--- src/include/wb_settings.svh ---
`ifndef WB_SETTINGS_SVH
`define WB_SETTINGS_SVH

// architectural widths
`define WB_DATA_W 32
`define WB_MM_W   64
`define WB_SEL_W  3
`define WB_CS_W   16

// state of EIP and CS out of reset
`define WB_RESET_EIP 32'h0000_fff0
`define WB_RESET_CS  16'hf000

`endif

--- src/source/wb_pkg.sv ---
`default_nettype none

package wb_pkg;

   // micro-op opcodes seen by writeback
   typedef enum logic [3:0] {
      op_alu         = 4'h0,
      op_cmovc       = 4'h1,
      // conditional near branches
      op_jne         = 4'h2,
      op_jnbe        = 4'h3,
      op_jmp_far     = 4'h4,
      op_push_flags  = 4'h5,
      op_pop_flags   = 4'h6,
      // 32-bit and 64-bit data cache writes
      op_store       = 4'h7,
      op_store_mm    = 4'h8,
      // two-uop compare string sequence
      op_cmps_first  = 4'h9,
      op_cmps_second = 4'ha,
      op_halt        = 4'hb,
      op_nop         = 4'hc
   } wb_op_e;

   // data cache write master
   typedef enum logic [1:0] {
      idle      = 2'd0,
      addr_data = 2'd1,
      resp      = 2'd2
   } store_state_e;

   // positions in the EFLAGS word
   localparam int flag_cf = 0;
   localparam int flag_zf = 6;

endpackage

`default_nettype wire

--- src/source/wb_uop_if.sv ---
`default_nettype none
`include "wb_settings.svh"

// accepted micro-op inside the writeback stage
interface wb_uop_if;
   logic                   fire;
   wb_pkg::wb_op_e         op;
   logic [`WB_SEL_W-1:0]   dr1;
   logic [`WB_SEL_W-1:0]   dr2;
   logic [`WB_SEL_W-1:0]   dr3;
   logic [`WB_DATA_W-1:0]  result_a;
   logic [`WB_DATA_W-1:0]  result_b;
   logic [`WB_DATA_W-1:0]  result_c;
   logic [`WB_MM_W-1:0]    result_mm;
   logic [`WB_DATA_W-1:0]  alu_flags;
   logic [`WB_DATA_W-1:0]  flags_mask;
   logic [`WB_DATA_W-1:0]  neip;
   logic [`WB_DATA_W-1:0]  neip_not_taken;
   logic [`WB_CS_W-1:0]    ncs;
   logic [`WB_DATA_W-1:0]  address;
   logic                   ld_gpr1;
   logic                   ld_gpr2;
   logic                   ld_seg;
   logic                   ld_mm;
   logic                   repne;

   modport src (output fire, op, dr1, dr2, dr3, result_a, result_b, result_c, result_mm,
      alu_flags, flags_mask, neip, neip_not_taken, ncs, address, ld_gpr1, ld_gpr2, ld_seg,
      ld_mm, repne);
   modport sink (input fire, op, dr1, dr2, dr3, result_a, result_b, result_c, result_mm,
      alu_flags, flags_mask, neip, neip_not_taken, ncs, address, ld_gpr1, ld_gpr2, ld_seg,
      ld_mm, repne);
endinterface

// store request from commit to the write master
interface wb_store_if;
   logic                   req;
   logic [`WB_DATA_W-1:0]  addr;
   logic [`WB_MM_W-1:0]    data;
   logic [`WB_MM_W/8-1:0]  strb;
   logic                   busy;

   modport master (output req, addr, data, strb, input busy);
   modport slave (input req, addr, data, strb, output busy);
endinterface

`default_nettype wire

--- src/source/flags_wb.sv ---
`default_nettype none
`include "wb_settings.svh"

module flags_wb (
   input  logic                  CLK,
   input  logic                  rst,
   wb_uop_if.sink                uop,
   output logic [`WB_DATA_W-1:0] next_flags,
   output logic [`WB_DATA_W-1:0] cur_flags
);

   logic [`WB_DATA_W-1:0] merged;

   // alu flags only where the uop says they are affected
   assign merged = (uop.alu_flags & uop.flags_mask) | (cur_flags & ~uop.flags_mask);

   always_comb begin
      if (uop.op == wb_pkg::op_pop_flags) begin
         next_flags = uop.result_a;
      end else begin
         next_flags = merged;
      end
   end

   always_ff @(posedge CLK) begin
      if (rst) begin
         cur_flags <= '0;
      end else if (uop.fire) begin
         cur_flags <= next_flags;
      end
   end

   // a nop carries no flag mask, so the register holds
   nop_keeps_flags: assert property (
      @(posedge CLK) disable iff (rst)
      uop.fire && uop.op == wb_pkg::op_nop |=> $stable(cur_flags)
   ) else $error("flags changed on a nop micro-op");

endmodule

`default_nettype wire

--- src/source/operand_select_wb.sv ---
`default_nettype none
`include "wb_settings.svh"

module operand_select_wb (
   input  logic                  CLK,
   input  logic                  rst,
   wb_uop_if.sink                uop,
   input  logic [`WB_DATA_W-1:0] next_flags,
   input  logic                  taken,
   output logic [`WB_DATA_W-1:0] sel_data1,
   output logic [`WB_DATA_W-1:0] sel_eip,
   output logic [`WB_CS_W-1:0]   sel_cs,
   output logic [`WB_DATA_W-1:0] count
);

   logic is_cmps;

   // pushf writes the flags as they stand after this uop
   always_comb begin
      if (uop.op == wb_pkg::op_push_flags) begin
         sel_data1 = next_flags;
      end else begin
         sel_data1 = uop.result_a;
      end
   end

   // fall-through address when a conditional branch is not taken
   always_comb begin
      if (taken) begin
         sel_eip = uop.neip;
      end else begin
         sel_eip = uop.neip_not_taken;
      end
   end

   assign sel_cs = uop.ncs;

   assign is_cmps = (uop.op == wb_pkg::op_cmps_first) || (uop.op == wb_pkg::op_cmps_second);

   // string count, forwarded to the earlier stages
   always_ff @(posedge CLK) begin
      if (rst) begin
         count <= '0;
      end else if (uop.fire && is_cmps) begin
         count <= uop.result_c;
      end
   end

endmodule

`default_nettype wire

--- src/source/commit_wb.sv ---
`default_nettype none
`include "wb_settings.svh"

module commit_wb (
   input  logic                  CLK,
   input  logic                  rst,
   wb_uop_if.sink                uop,
   input  logic [`WB_DATA_W-1:0] next_flags,
   input  logic [`WB_DATA_W-1:0] sel_data1,
   input  logic [`WB_DATA_W-1:0] sel_eip,
   input  logic [`WB_CS_W-1:0]   sel_cs,
   output logic                  taken,
   wb_store_if.master            store,
   output logic [`WB_SEL_W-1:0]  dr1,
   output logic [`WB_SEL_W-1:0]  dr2,
   output logic [`WB_SEL_W-1:0]  dr3,
   output logic [`WB_DATA_W-1:0] data1,
   output logic [`WB_DATA_W-1:0] data2,
   output logic [`WB_DATA_W-1:0] data3,
   output logic [`WB_MM_W-1:0]   mm_data,
   output logic                  ld_gpr1,
   output logic                  ld_gpr2,
   output logic                  ld_gpr3,
   output logic                  ld_mm,
   output logic                  ld_seg,
   output logic                  ld_eip,
   output logic [`WB_DATA_W-1:0] eip,
   output logic                  ld_cs,
   output logic [`WB_CS_W-1:0]   cs,
   output logic                  ld_flags,
   output logic                  halt,
   output logic                  repne_terminate
);

   logic cf;
   logic zf;
   logic gpr2_ok;
   logic eip_op;
   logic cs_op;
   logic flags_op;
   logic repne_hit;
   logic is_mm_store;

   assign cf = next_flags[wb_pkg::flag_cf];
   assign zf = next_flags[wb_pkg::flag_zf];

   always_comb begin
      case (uop.op)
         wb_pkg::op_jne:  taken = !zf;
         wb_pkg::op_jnbe: taken = !cf && !zf;
         default:         taken = 1'b1;
      endcase
   end

   // cmovc moves only with carry set
   assign gpr2_ok = uop.ld_gpr2 && (uop.op != wb_pkg::op_cmovc || cf);

   assign eip_op = uop.op inside {wb_pkg::op_jne, wb_pkg::op_jnbe, wb_pkg::op_jmp_far,
                                  wb_pkg::op_halt};
   assign cs_op = (uop.op == wb_pkg::op_jmp_far);
   assign flags_op = (uop.op == wb_pkg::op_pop_flags) || (|uop.flags_mask);

   // repne cmps stops on a match or when ecx runs out
   assign repne_hit = (uop.op == wb_pkg::op_cmps_second) && uop.repne &&
                      (zf || uop.result_c == '0);

   assign is_mm_store = (uop.op == wb_pkg::op_store_mm);
   assign store.req = uop.fire && (uop.op == wb_pkg::op_store || is_mm_store);
   assign store.addr = uop.address;
   assign store.data = is_mm_store ? uop.result_mm
                                   : {{(`WB_MM_W - `WB_DATA_W){1'b0}}, sel_data1};
   assign store.strb = is_mm_store ? 8'hff : 8'h0f;

   always_ff @(posedge CLK) begin
      if (rst) begin
         ld_gpr1         <= 1'b0;
         ld_gpr2         <= 1'b0;
         ld_gpr3         <= 1'b0;
         ld_mm           <= 1'b0;
         ld_seg          <= 1'b0;
         ld_eip          <= 1'b0;
         ld_cs           <= 1'b0;
         ld_flags        <= 1'b0;
         halt            <= 1'b0;
         repne_terminate <= 1'b0;
         eip             <= `WB_RESET_EIP;
         cs              <= `WB_RESET_CS;
      end else begin
         ld_gpr1         <= uop.fire && uop.ld_gpr1;
         ld_gpr2         <= uop.fire && gpr2_ok;
         ld_gpr3         <= uop.fire && uop.repne && uop.op == wb_pkg::op_cmps_second;
         ld_mm           <= uop.fire && uop.ld_mm;
         ld_seg          <= uop.fire && uop.ld_seg;
         ld_eip          <= uop.fire && eip_op;
         ld_cs           <= uop.fire && cs_op;
         ld_flags        <= uop.fire && flags_op;
         repne_terminate <= uop.fire && repne_hit;
         // sticky until reset
         if (uop.fire && uop.op == wb_pkg::op_halt) begin
            halt <= 1'b1;
         end
         if (uop.fire && eip_op) begin
            eip <= sel_eip;
         end
         if (uop.fire && cs_op) begin
            cs <= sel_cs;
         end
      end
   end

   always_ff @(posedge CLK) begin
      dr1     <= uop.dr1;
      dr2     <= uop.dr2;
      dr3     <= uop.dr3;
      data1   <= sel_data1;
      data2   <= uop.result_b;
      data3   <= uop.result_c;
      mm_data <= uop.result_mm;
   end

   no_req_while_busy: assert property (
      @(posedge CLK) disable iff (rst) store.req |-> !store.busy
   ) else $error("store request issued while the write master is busy");

   // far jump commits cs and eip together
   cs_with_eip: assert property (
      @(posedge CLK) disable iff (rst) ld_cs |-> ld_eip
   ) else $error("ld_cs without ld_eip");

endmodule

`default_nettype wire

--- src/source/dcache_store_axil.sv ---
`default_nettype none
`include "wb_settings.svh"

module dcache_store_axil (
   input  logic                    CLK,
   input  logic                    rst,
   wb_store_if.slave               store,
   output logic [`WB_DATA_W-1:0]   awaddr,
   output logic                    awvalid,
   input  logic                    awready,
   output logic [`WB_MM_W-1:0]     wdata,
   output logic [`WB_MM_W/8-1:0]   wstrb,
   output logic                    wvalid,
   input  logic                    wready,
   input  logic [1:0]              bresp,
   input  logic                    bvalid,
   output logic                    bready,
   output logic                    store_error
);

   wb_pkg::store_state_e state;
   logic aw_done;
   logic w_done;

   // each channel may complete on its own cycle
   assign aw_done = !awvalid || awready;
   assign w_done = !wvalid || wready;

   assign bready = (state == wb_pkg::resp);
   assign store.busy = (state != wb_pkg::idle);

   always_ff @(posedge CLK) begin
      if (rst) begin
         state       <= wb_pkg::idle;
         awvalid     <= 1'b0;
         wvalid      <= 1'b0;
         store_error <= 1'b0;
      end else begin
         case (state)
            wb_pkg::idle: begin
               if (store.req) begin
                  awvalid <= 1'b1;
                  wvalid  <= 1'b1;
                  state   <= wb_pkg::addr_data;
               end
            end
            wb_pkg::addr_data: begin
               if (awready) begin
                  awvalid <= 1'b0;
               end
               if (wready) begin
                  wvalid <= 1'b0;
               end
               if (aw_done && w_done) begin
                  state <= wb_pkg::resp;
               end
            end
            wb_pkg::resp: begin
               if (bvalid) begin
                  state <= wb_pkg::idle;
                  // anything but OKAY
                  if (bresp != 2'b00) begin
                     store_error <= 1'b1;
                  end
               end
            end
            default: state <= wb_pkg::idle;
         endcase
      end
   end

   always_ff @(posedge CLK) begin
      if (store.req && state == wb_pkg::idle) begin
         awaddr <= store.addr;
         wdata  <= store.data;
         wstrb  <= store.strb;
      end
   end

   aw_hold: assert property (
      @(posedge CLK) disable iff (rst)
      awvalid && !awready |=> awvalid && $stable(awaddr)
   ) else $error("awaddr changed before awready");

endmodule

`default_nettype wire

--- src/source/writeback.sv ---
`default_nettype none
`include "wb_settings.svh"

module writeback (
   input  logic                    CLK,
   input  logic                    rst,
   input  logic                    in_valid,
   output logic                    in_ready,
   input  wb_pkg::wb_op_e          uop_op,
   input  logic [`WB_SEL_W-1:0]    uop_dr1,
   input  logic [`WB_SEL_W-1:0]    uop_dr2,
   input  logic [`WB_SEL_W-1:0]    uop_dr3,
   input  logic [`WB_DATA_W-1:0]   uop_result_a,
   input  logic [`WB_DATA_W-1:0]   uop_result_b,
   input  logic [`WB_DATA_W-1:0]   uop_result_c,
   input  logic [`WB_MM_W-1:0]     uop_result_mm,
   input  logic [`WB_DATA_W-1:0]   uop_alu_flags,
   input  logic [`WB_DATA_W-1:0]   uop_flags_mask,
   input  logic [`WB_DATA_W-1:0]   uop_neip,
   input  logic [`WB_DATA_W-1:0]   uop_neip_not_taken,
   input  logic [`WB_CS_W-1:0]     uop_ncs,
   input  logic [`WB_DATA_W-1:0]   uop_address,
   input  logic                    uop_ld_gpr1,
   input  logic                    uop_ld_gpr2,
   input  logic                    uop_ld_seg,
   input  logic                    uop_ld_mm,
   input  logic                    uop_repne,
   output logic [`WB_SEL_W-1:0]    dr1,
   output logic [`WB_SEL_W-1:0]    dr2,
   output logic [`WB_SEL_W-1:0]    dr3,
   output logic [`WB_DATA_W-1:0]   data1,
   output logic [`WB_DATA_W-1:0]   data2,
   output logic [`WB_DATA_W-1:0]   data3,
   output logic [`WB_MM_W-1:0]     mm_data,
   output logic                    ld_gpr1,
   output logic                    ld_gpr2,
   output logic                    ld_gpr3,
   output logic                    ld_mm,
   output logic                    ld_seg,
   output logic                    ld_eip,
   output logic [`WB_DATA_W-1:0]   eip,
   output logic                    ld_cs,
   output logic [`WB_CS_W-1:0]     cs,
   output logic                    ld_flags,
   output logic                    halt,
   output logic                    repne_terminate,
   output logic [`WB_DATA_W-1:0]   flags_fwd,
   output logic [`WB_DATA_W-1:0]   count_fwd,
   output logic [`WB_DATA_W-1:0]   awaddr,
   output logic                    awvalid,
   input  logic                    awready,
   output logic [`WB_MM_W-1:0]     wdata,
   output logic [`WB_MM_W/8-1:0]   wstrb,
   output logic                    wvalid,
   input  logic                    wready,
   input  logic [1:0]              bresp,
   input  logic                    bvalid,
   output logic                    bready,
   output logic                    store_error
);

   wb_uop_if   uop ();
   wb_store_if store ();

   logic [`WB_DATA_W-1:0] next_flags;
   logic [`WB_DATA_W-1:0] sel_data1;
   logic [`WB_DATA_W-1:0] sel_eip;
   logic [`WB_CS_W-1:0]   sel_cs;
   logic                  taken;

   // stall while a store is in flight, and for good after halt
   assign in_ready = !store.busy && !halt;

   assign uop.fire           = in_valid && in_ready;
   assign uop.op             = uop_op;
   assign uop.dr1            = uop_dr1;
   assign uop.dr2            = uop_dr2;
   assign uop.dr3            = uop_dr3;
   assign uop.result_a       = uop_result_a;
   assign uop.result_b       = uop_result_b;
   assign uop.result_c       = uop_result_c;
   assign uop.result_mm      = uop_result_mm;
   assign uop.alu_flags      = uop_alu_flags;
   assign uop.flags_mask     = uop_flags_mask;
   assign uop.neip           = uop_neip;
   assign uop.neip_not_taken = uop_neip_not_taken;
   assign uop.ncs            = uop_ncs;
   assign uop.address        = uop_address;
   assign uop.ld_gpr1        = uop_ld_gpr1;
   assign uop.ld_gpr2        = uop_ld_gpr2;
   assign uop.ld_seg         = uop_ld_seg;
   assign uop.ld_mm          = uop_ld_mm;
   assign uop.repne          = uop_repne;

   flags_wb flags_inst (
      .CLK(CLK), .rst(rst), .uop(uop), .next_flags(next_flags), .cur_flags(flags_fwd)
   );

   operand_select_wb operand_select_inst (
      .CLK(CLK), .rst(rst), .uop(uop), .next_flags(next_flags), .taken(taken),
      .sel_data1(sel_data1), .sel_eip(sel_eip), .sel_cs(sel_cs), .count(count_fwd)
   );

   commit_wb commit_inst (
      .CLK(CLK), .rst(rst), .uop(uop), .next_flags(next_flags),
      .sel_data1(sel_data1), .sel_eip(sel_eip), .sel_cs(sel_cs), .taken(taken),
      .store(store), .dr1(dr1), .dr2(dr2), .dr3(dr3),
      .data1(data1), .data2(data2), .data3(data3), .mm_data(mm_data),
      .ld_gpr1(ld_gpr1), .ld_gpr2(ld_gpr2), .ld_gpr3(ld_gpr3), .ld_mm(ld_mm),
      .ld_seg(ld_seg), .ld_eip(ld_eip), .eip(eip), .ld_cs(ld_cs), .cs(cs),
      .ld_flags(ld_flags), .halt(halt), .repne_terminate(repne_terminate)
   );

   dcache_store_axil store_inst (
      .CLK(CLK), .rst(rst), .store(store),
      .awaddr(awaddr), .awvalid(awvalid), .awready(awready),
      .wdata(wdata), .wstrb(wstrb), .wvalid(wvalid), .wready(wready),
      .bresp(bresp), .bvalid(bvalid), .bready(bready), .store_error(store_error)
   );

endmodule

`default_nettype wire

--- config.mk ---
export PLATFORM = sky130hd
export DESIGN_NAME = writeback
export DESIGN_NICKNAME = d
export VERILOG_FILES = /design/src/source/wb_pkg.sv /design/src/source/wb_uop_if.sv /design/src/source/flags_wb.sv /design/src/source/operand_select_wb.sv /design/src/source/commit_wb.sv /design/src/source/dcache_store_axil.sv /design/src/source/writeback.sv
export VERILOG_INCLUDE_DIRS = /design/src /design/src/include
export SDC_FILE = /design/constraint.sdc
export NUM_CORES = 1
export LEC_CHECK = 0
export BUFFER_PORTS_ARGS = -buffer_cell sky130_fd_sc_hd__buf_4
export CORE_AREA = 2 2 300 302
export DETAILED_ROUTE_END_ITERATION = 10
export DIE_AREA = 0 0 302 304
export HOLD_SLACK_MARGIN = 0.15
export SYNTH_ARGS = -nofsm -noshare
export SYNTH_HDL_FRONTEND = slang
export SYNTH_SLANG_ARGS = --single-unit
export TNS_END_PERCENT = 20
--- constraint.sdc ---
create_clock -name CLK -period 3.83 [get_ports CLK]
set_clock_uncertainty 0.1 [all_clocks]
set_input_delay 0.383 -clock CLK [delete_from_list [all_inputs] [get_ports CLK]]
set_output_delay 0.383 -clock CLK [all_outputs]
set_load 0.1 [all_outputs]
==> results of run 1 <==
path summary, 6_finish.rpt:
check                         to  slack, ps
min           store_inst.awvalid        160
max reg2reg  commit_inst.eip[28]        880
max          commit_inst.eip[28]        700
min reg2reg  commit_inst.eip[19]        340
cell type report:
cell class	count	area, um^2	area share [%]
Sequential cell	393	8838	34.88
Multi-Input combinational cell	609	3772	14.89
Antenna cell	7	17.52	0.06913
Inverter	35	133.9	0.5284
Timing Repair Buffer	1157	9674	38.18
Tap cell	1176	1471	5.807
Clock buffer	68	1304	5.145
Clock inverter	12	126.4	0.4987
tightest hold or removal path: stages:
cell and delay, ps:
buf_4 80, inv_1 80, o21ai_0 170, a21oi_1 60
per-layer routing:
metal  global-route usage, %  wire, um  vias to the layer above
li1                        -         -                     6156
met1                   14.29     23750                     6180
met2                   22.34     30340                      608
met3                   3.470      4911                      121
met4                   5.618      2614                        0
met5                       0         0                        -
metrics by stage:
step	util (%)	setup slack (ps)
5_1_grt	28.44	642.7
4_1_cts	28.43	828.1
6_report	28.45	696.9
2_1_floorplan	-	459.7
3_3_place_gp	22.56	1274
3_5_place_dp	22.56	1256
sequential cells by signal, indices dropped and copies added (netlist names), 2 cells and up:
signal                     cells
commit_inst.cs                16
commit_inst.data1             32
commit_inst.data2             32
commit_inst.data3             32
commit_inst.dr1                3
commit_inst.dr2                3
commit_inst.dr3                3
commit_inst.eip               32
commit_inst.mm_data           64
flags_inst.cur_flags          32
operand_select_inst.count     32
store_inst.awaddr             32
store_inst.state               2
store_inst.wdata              64
layout by cell type (no fill, tap or decap), drive strengths merged, types with 3 or more instances in the layout:
cell           n
a21oi         65
a221oi        30
and2           7
and3          36
buf          777
clkbuf        68
clkinv         7
conb           4
dfxtp        296
diode          7
dlygate4sd3  380
edfxtp        97
inv           36
mux2          33
mux2i         64
nand2        154
nand2b         4
nand3          3
nand3b        34
nand4          4
nor2          21
nor2b          3
nor4          15
o21ai        116
where the power goes:
group          total (uW)  internal, uW  switching (uW)
sequential           4510          4430            81.6
combinational        2630           845            1790
clock                4240          2480            1760
Yosys cell counts (2+ instances only):
master,instances
dfxtp_1,296
nand2_1,154
edfxtp_1,97
o21ai_1,85
a21oi_1,64
mux2i_1,63
clkbuf_1,42
and3_1,36
nand3b_1,34
inv_1,33
o21ai_0,31
a221oi_1,30
mux2_1,26
nor2_1,20
nor4_1,15
buf_2,13
buf_4,9
and2_1,7
mux2_2,7
buf_1,4
nand2b_1,4
nand4_1,4
buf_6,3
nand3_1,3
nor2b_1,3
inv_2,2
nor3_1,2
repair_timing:
action / CTS / global route
hold buffers: 380 / 0
hold endpoints to repair: 385 / 0
gates resized for setup: 0 / 0
buffers inserted: 0 / 0
logic make-up (layout without fill, tap and decap cells):
logic type / count (synthesis) / count (layout) / synth area share (%)
mux: 97 / 97 / 7.873
xor+xnor: 1 / 1 / 0.06731
buf+inv: 106 / 1272 / 3.615
other cells: 1 / 11 / 0.02881
simple gates: 289 / 289 / 11.00
compound gates: 218 / 218 / 9.508
flops: 393 / 393 / 67.91
==> results by group, run 1 <==
Run status
  • Run status: completed

Timing
  • RSZ-0062 raised after global routing: no
  • Final setup violation count: 0
  • Final critical-path share of the clock period: 81.80%
  • Final hold viol count: 0
  • Max Slew Vio Count: 0
  • WHS: 164.9 ps
  • Transition time of the tightest slew-check pin: 1121 ps
  • Post-layout minimum cycle time: 3133 ps
  • Achievable clock frequency: 319.2 MHz
  • Total Neg Setup Slack: 0 ps
  • Worst-case headroom to the max-slew limit: 25.24%

Global routing
  • Maximum number of pins on one net before global-route repair: 66
  • Via count of the first global-routing pass: 13.65k
  • Antenna violations before repair: 6
  • Total GRT Usage: 12.73%
  • Final global-route overflow total: 0
  • Global-route wire length before repair: 86,710 um

Routing
  • Count of antenna-violating nets left after detailed routing: 0
  • Pre-antenna DRT Iters: 7
  • Overall via count from detail_route: 13.07k
  • Average vias per placed instance: 3.779
  • Average wire length per cell after detail routing: 17.82 um
  • DRC marker count from the first detailed-route iteration: 594
  • Total length of routed wires: 61,620 um
  • Remaining routing DRC violations: 0

Placement
  • Cell area after placement: 0.02009 mm^2
  • Cell count after placement: 2,990
  • Detail Placement HPWL: 44,380 um
  • Number of input and output port buffers inserted: 757
  • Gpl congestion: 0.7901

Critical path
  • Kind of critical path: in -> reg
  • Longest individual stage delay on the worst path: 580 ps
  • Worst-path fanout max: 17
  • Path depth of the worst reg2reg path: 8
  • Worst EP arrival: 3490 ps
  • Crit-path slowest cell: a21oi_4
  • Cell family contributing the most delay on the critical path: buffers and inverters
  • Crit-path cells: dlygate4sd3_1 > buf_4 > nand4bb_4 > mux2i_4 > a21oi_4 > buf_4 > mux2i_1 > dlygate4sd3_1 > o21ai_1
  • Critical path origin: uop_op[0]
  • Worst endpoint required time: 4180 ps
  • Beginning of the worst register-to-register path: flags_inst.cur_flags[0]
  • Crit start category: input port
  • CP bufs+invs: 4
  • CP Capture Type: flip-flop
  • Levels on crit path: 9

Finish
  • Layout fillers: 9,044
  • Number of standard cells in the final layout excluding fillers: 3,457
  • Fraction of final layout cells with drive strength greater than 1: 37.91%
  • Net total in the final layout: 2,602
  • Area growth from synthesis to final layout: 94.68%
  • Cell area after layout: 0.02534 mm^2

Hold path
  • Cell count of the worst hold path: 4
  • Hold Path Class: in -> reg
  • Hold Startpoint: awready

Die
  • Core area: 0.08905 mm^2
  • Horizontal die dimension: 302 um
  • Chip height: 304 um
  • # rows: 110
  • Effective utilization at floorplan: 14.62%
  • Boundary Pins: 762
  • Die area: 0.09181 mm^2

Synth
  • Mean cell area of the mapped netlist: 11.78 um^2
  • Post-synth top area share: 45.53%
  • Synth area leader: dfxtp_1
  • Sequential-to-total area share from yosys stat: 67.91%
  • Number of warnings reported in the yosys synthesis log: 0
  • Count of mapped cells out of synthesis: 1,105
  • Dominant cells by area after synthesis: dfxtp_1, edfxtp_1, mux2i_1, nand2_1, o21ai_1
  • Synth Flop Type: dfxtp_1
  • Number of enable flip-flop cells after synthesis: 97
  • Fraction of synthesis flops using an asynchronous set or reset pin: 0%
  • Netlist area before placement: 0.01301 mm^2
  • Register bit count reported by yosys: 393
  • Synth cell types: 45

Clock network
  • Number of buffers on the longest clock path: 3
  • CTS Buf Count: 44
  • Clock root buffer: clkbuf_16
  • Number of H-tree levels: 2
  • Total clock sinks: 393
  • Clock tree from TritonCTS: yes
  • Clock network latency to the later pin of the worst-skew pair: 570 ps
  • Worst-path clk slew: 60 ps

Pwr
  • Ratio of total power to cell area: 449.1 mW/mm^2
  • Worst ir drop on vdd: 312.1 uV
  • Leakage component of the power: 0.01090 uW
  • Total design power: 11,380 uW

Run
  • Max-capacitance violation count: 0
No activity file was read; power rests on OpenSTA's default activity.
==> run 2, diff against run 1 <==
ABC_AREA = 1   (was unset)
CORE_AREA = 2 2 298 300   (was 2 2 300 302)
DIE_AREA = 0 0 300 302   (was 0 0 302 304)
clock period = 2.8 ns   (was 3.83 ns; I/O delays follow)
==> run 2 against run 1 <==
  * Highest routed layer is now met5
  * Sequential share of layout area down 1.3 points
  * Critical endpoint is now commit_inst.data1[16]
  * Critical path depth up 2
  * Sequential power up 37%
  * Combinational power up 46%
  * Synthesized area up 3.8%
  * Clock power up 51%
  * Global-route usage up 1.7 points
==> results by group, run 2 <==
Clock network
  • Number of buffers on the longest clock path: 3 (unchanged)
  • Setup bufs post-CTS: 0 (unchanged)
  • Worst-path clk slew: 60 ps (about the same)
  • Total clock sinks: 393 (unchanged)
  • Clock tree from TritonCTS: yes
  • Clock network latency to the later pin of the worst-skew pair: 580 ps (about the same)
  • Clock root buffer: clkbuf_16
  • Number of H-tree levels: 2 (unchanged)
  • CTS Buf Count: 46 (+4.5%)

Critical path
  • Beginning of the worst register-to-register path: flags_inst.cur_flags[6]
  • Endpoint of the lowest-slack register-to-register path: commit_inst.eip[4]
  • Most used cell, CP: dlygate4sd3_1
  • Levels on crit path: 11 (+2)
  • Worst-path fanout max: 2 (-15)
  • Path depth of the worst reg2reg path: 10 (+2)
  • CP bufs+invs: 5 (+1)
  • Longest individual stage delay on the worst path: 580 ps (about the same)
  • Crit start category: input port
  • Critical path origin: uop_alu_flags[16]
  • Cell family contributing the most delay on the critical path: buffers and inverters
  • Endpoint of the worst setup timing path: commit_inst.data1[16]
  • CP Capture Type: flip-flop
  • Crit-path slowest cell: dlygate4sd3_1
  • Crit-path cells: dlygate4sd3_1 > buf_4 > nand2_1 > dlygate4sd3_1 > o21ai_0 > dlygate4sd3_1 > nand2_1 > o21ai_1 > nand2_1 > o21ai_0 > dlygate4sd3_1
  • Worst EP arrival: 3130 ps (-360 ps)
  • Kind of critical path: in -> reg
  • Worst endpoint required time: 3170 ps (-1010 ps)
  • Worst reg-to-reg setup slack: 350 ps (-530 ps)

Placement
  • Detail Placement HPWL: 50,590 um (+14%)
  • Number of input and output port buffers inserted: 757 (unchanged)
  • Gpl congestion: 0.8397 (+6.3%)
  • Post-placement setup slack: 323.5 ps (-932.1 ps)
  • Cell area after placement: 0.02061 mm^2 (+2.6%)

Timing
  • Achievable clock frequency: 363.3 MHz
  • Post-layout minimum cycle time: 2753 ps
  • Final critical-path share of the clock period: 98.31%
  • Max Slew Vio Count: 0 (unchanged)
  • Transition time of the tightest slew-check pin: 863.2 ps (-258.2 ps)
  • Final hold viol count: 0 (unchanged)
  • Final setup violation count: 0 (unchanged)
  • RSZ-0062 raised after global routing: yes
  • Worst setup slack after layout: 47.45 ps (-649.4 ps)
  • Worst-case headroom to the max-slew limit: 42.46% (+17 points)

Finish
  • Final standard cell utilization of the core: 30.12% (+1.7 points)
  • Area growth from synthesis to final layout: 95.09%
  • Net total in the final layout: 3,013 (+16%)
  • Leading registers by flop count: commit_inst.mm_data x64, store_inst.wdata x64
  • Most used cells in the layout excluding fill and tap cells: buf_4, dlygate4sd3_1, nand2_1
  • Fraction of final layout cells with drive strength greater than 1: 33.02% (-4.9 points)
  • Cell area after layout: 0.02637 mm^2 (+4.1%)
  • Most common cell after layout, fill and taps aside: buf_4

Synth
  • Synth area leader: dfxtp_1
  • Synth cell types: 30 (-33%)
  • Count of mapped cells out of synthesis: 1,478 (+34%)
  • Mean cell area of the mapped netlist: 9.144 um^2 (-22%)
  • Synth Flop Type: dfxtp_1
  • Fraction of synthesis flops using an asynchronous set or reset pin: 0% (unchanged)
  • Number of warnings reported in the yosys synthesis log: 0 (unchanged)
  • Dominant cells by area after synthesis: dfxtp_1, edfxtp_1, nand2_1, inv_1, o21ai_0
  • Library cell with the highest instance count after synthesis: nand2_1
  • Post-synth top area share: 43.84% (-1.7 points)
  • Sequential-to-total area share from yosys stat: 65.40% (-2.5 points)
  • Number of enable flip-flop cells after synthesis: 97 (unchanged)
  • Netlist area before placement: 0.01352 mm^2 (+3.8%)
  • Register bit count reported by yosys: 393 (unchanged)
  • Most frequent cells after synthesis: nand2_1, dfxtp_1, inv_1

Global routing
  • Maximum number of pins on one net before global-route repair: 65 (-1.5%)
  • Final global-route overflow total: 0 (unchanged)
  • Global-route wire length before repair: 96,180 um (+11%)
  • Total GRT Usage: 14.43% (+1.7 points)
  • Via count of the first global-routing pass: 14.89k (+9.0%)
  • Antenna violations before repair: 5 (-1)

Routing
  • Overall via count from detail_route: 14.68k (+12%)
  • Average vias per placed instance: 3.805 (+0.68%)
  • Remaining routing DRC violations: 0 (unchanged)
  • Average wire length per cell after detail routing: 18.03 um (+1.2%)
  • Count of antenna-violating nets left after detailed routing: 0 (unchanged)
  • Pre-antenna DRT Iters: 5 (-2)
  • DRC marker count from the first detailed-route iteration: 740 (+25%)
  • Total length of routed wires: 69,590 um (+13%)

Die
  • Core area: 0.08756 mm^2 (-1.7%)
  • Boundary Pins: 762 (unchanged)
  • Chip height: 302 um (-0.66%)
  • Die area: 0.09060 mm^2 (-1.3%)
  • Horizontal die dimension: 300 um (-0.66%)
  • # rows: 109 (-0.91%)
  • Effective utilization at floorplan: 15.44% (+0.82 points)

Hold path
  • Cell count of the worst hold path: 6 (+2)
  • Hold Path Class: in -> reg
  • Hold Startpoint: uop_flags_mask[1]

Pwr
  • Total design power: 16,420 uW (+44%)
  • Worst ir drop on vdd: 470.6 uV (+51%)
  • Ratio of total power to cell area: 622.5 mW/mm^2 (+39%)
  • Leakage component of the power: 0.01249 uW (+15%)

Run
  • Max-capacitance violation count: 0 (unchanged)

Run status
  • Run status: completed
## run 2: how the worst min path moves through the flow
stage / endpoint / slack, ps
global route: commit_inst.data2[5] / 200
floorplan: commit_inst.data2[0] / 210
detailed placement: commit_inst.data2[27] / 290
global placement: commit_inst.data2[12] / 280
CTS: commit_inst.repne_terminate / 160
finish: flags_inst.cur_flags[1] / 200
## run 2: logic make-up after synthesis
kind of cell    synth area share, %
simple gates                  17.32
compound gates                8.443
flops                         65.40
buf+inv                       8.813
other cells                 0.02775
## run 2: where the power goes
part | leakage, uW | internal, uW | switching (uW) | total, uW
Combinational | 0.00828 | 1190 | 2650 | 3840
Sequential | 0.00341 | 6060 | 108 | 6170
Clock | 0.000812 | 3770 | 2630 | 6400
## run 2: metal layers
layer | GRT usage (%) | part of all wire [%] | vias to the layer above
li1 | - | - | 7032
met1 | 16.63 | 39 | 6822
met4 | 6.417 | 4.3 | 4
met3 | 3.814 | 7.8 | 132
met5 | 0 | 0.030 | -
met2 | 25.07 | 49 | 693
## run 2: area by class of cell
cell class,count,area (um^2)
diodes,5,12.51
clock buffers,63,1380
clock inverters,23,232.7
fillers,8957,61190
inverters,216,817.0
multi-input cells,798,3541
flip-flops and latches,393,8842
well taps,1165,1458
repair buffers,1196,10080
## run 2: what timing repair did
action | 4_1_cts | 5_1_grt
setup endpoints to repair | 0 | 31
resized for setup | 0 | 19
hold buffers | 409 | 0
hold endpoints to repair | 387 | 0
## run 2: tightest hold or removal path: stages
cell and delay, ps:
buf_4 150, o21ai_0 110, nand2_1 60, o21ai_1 70, o21ai_0 140, inv_1 40
## run 2: through the flow
step	cells	setup TNS, ps	hold slack, ps
after floorplan	1481	-58930	207.7
after global placement	3359	0	284.4
after detailed placement	3359	0	285.6
after CTS	3854	0	157.4
after global routing	3856	-76.93	201.9
final	3859	0	203.8
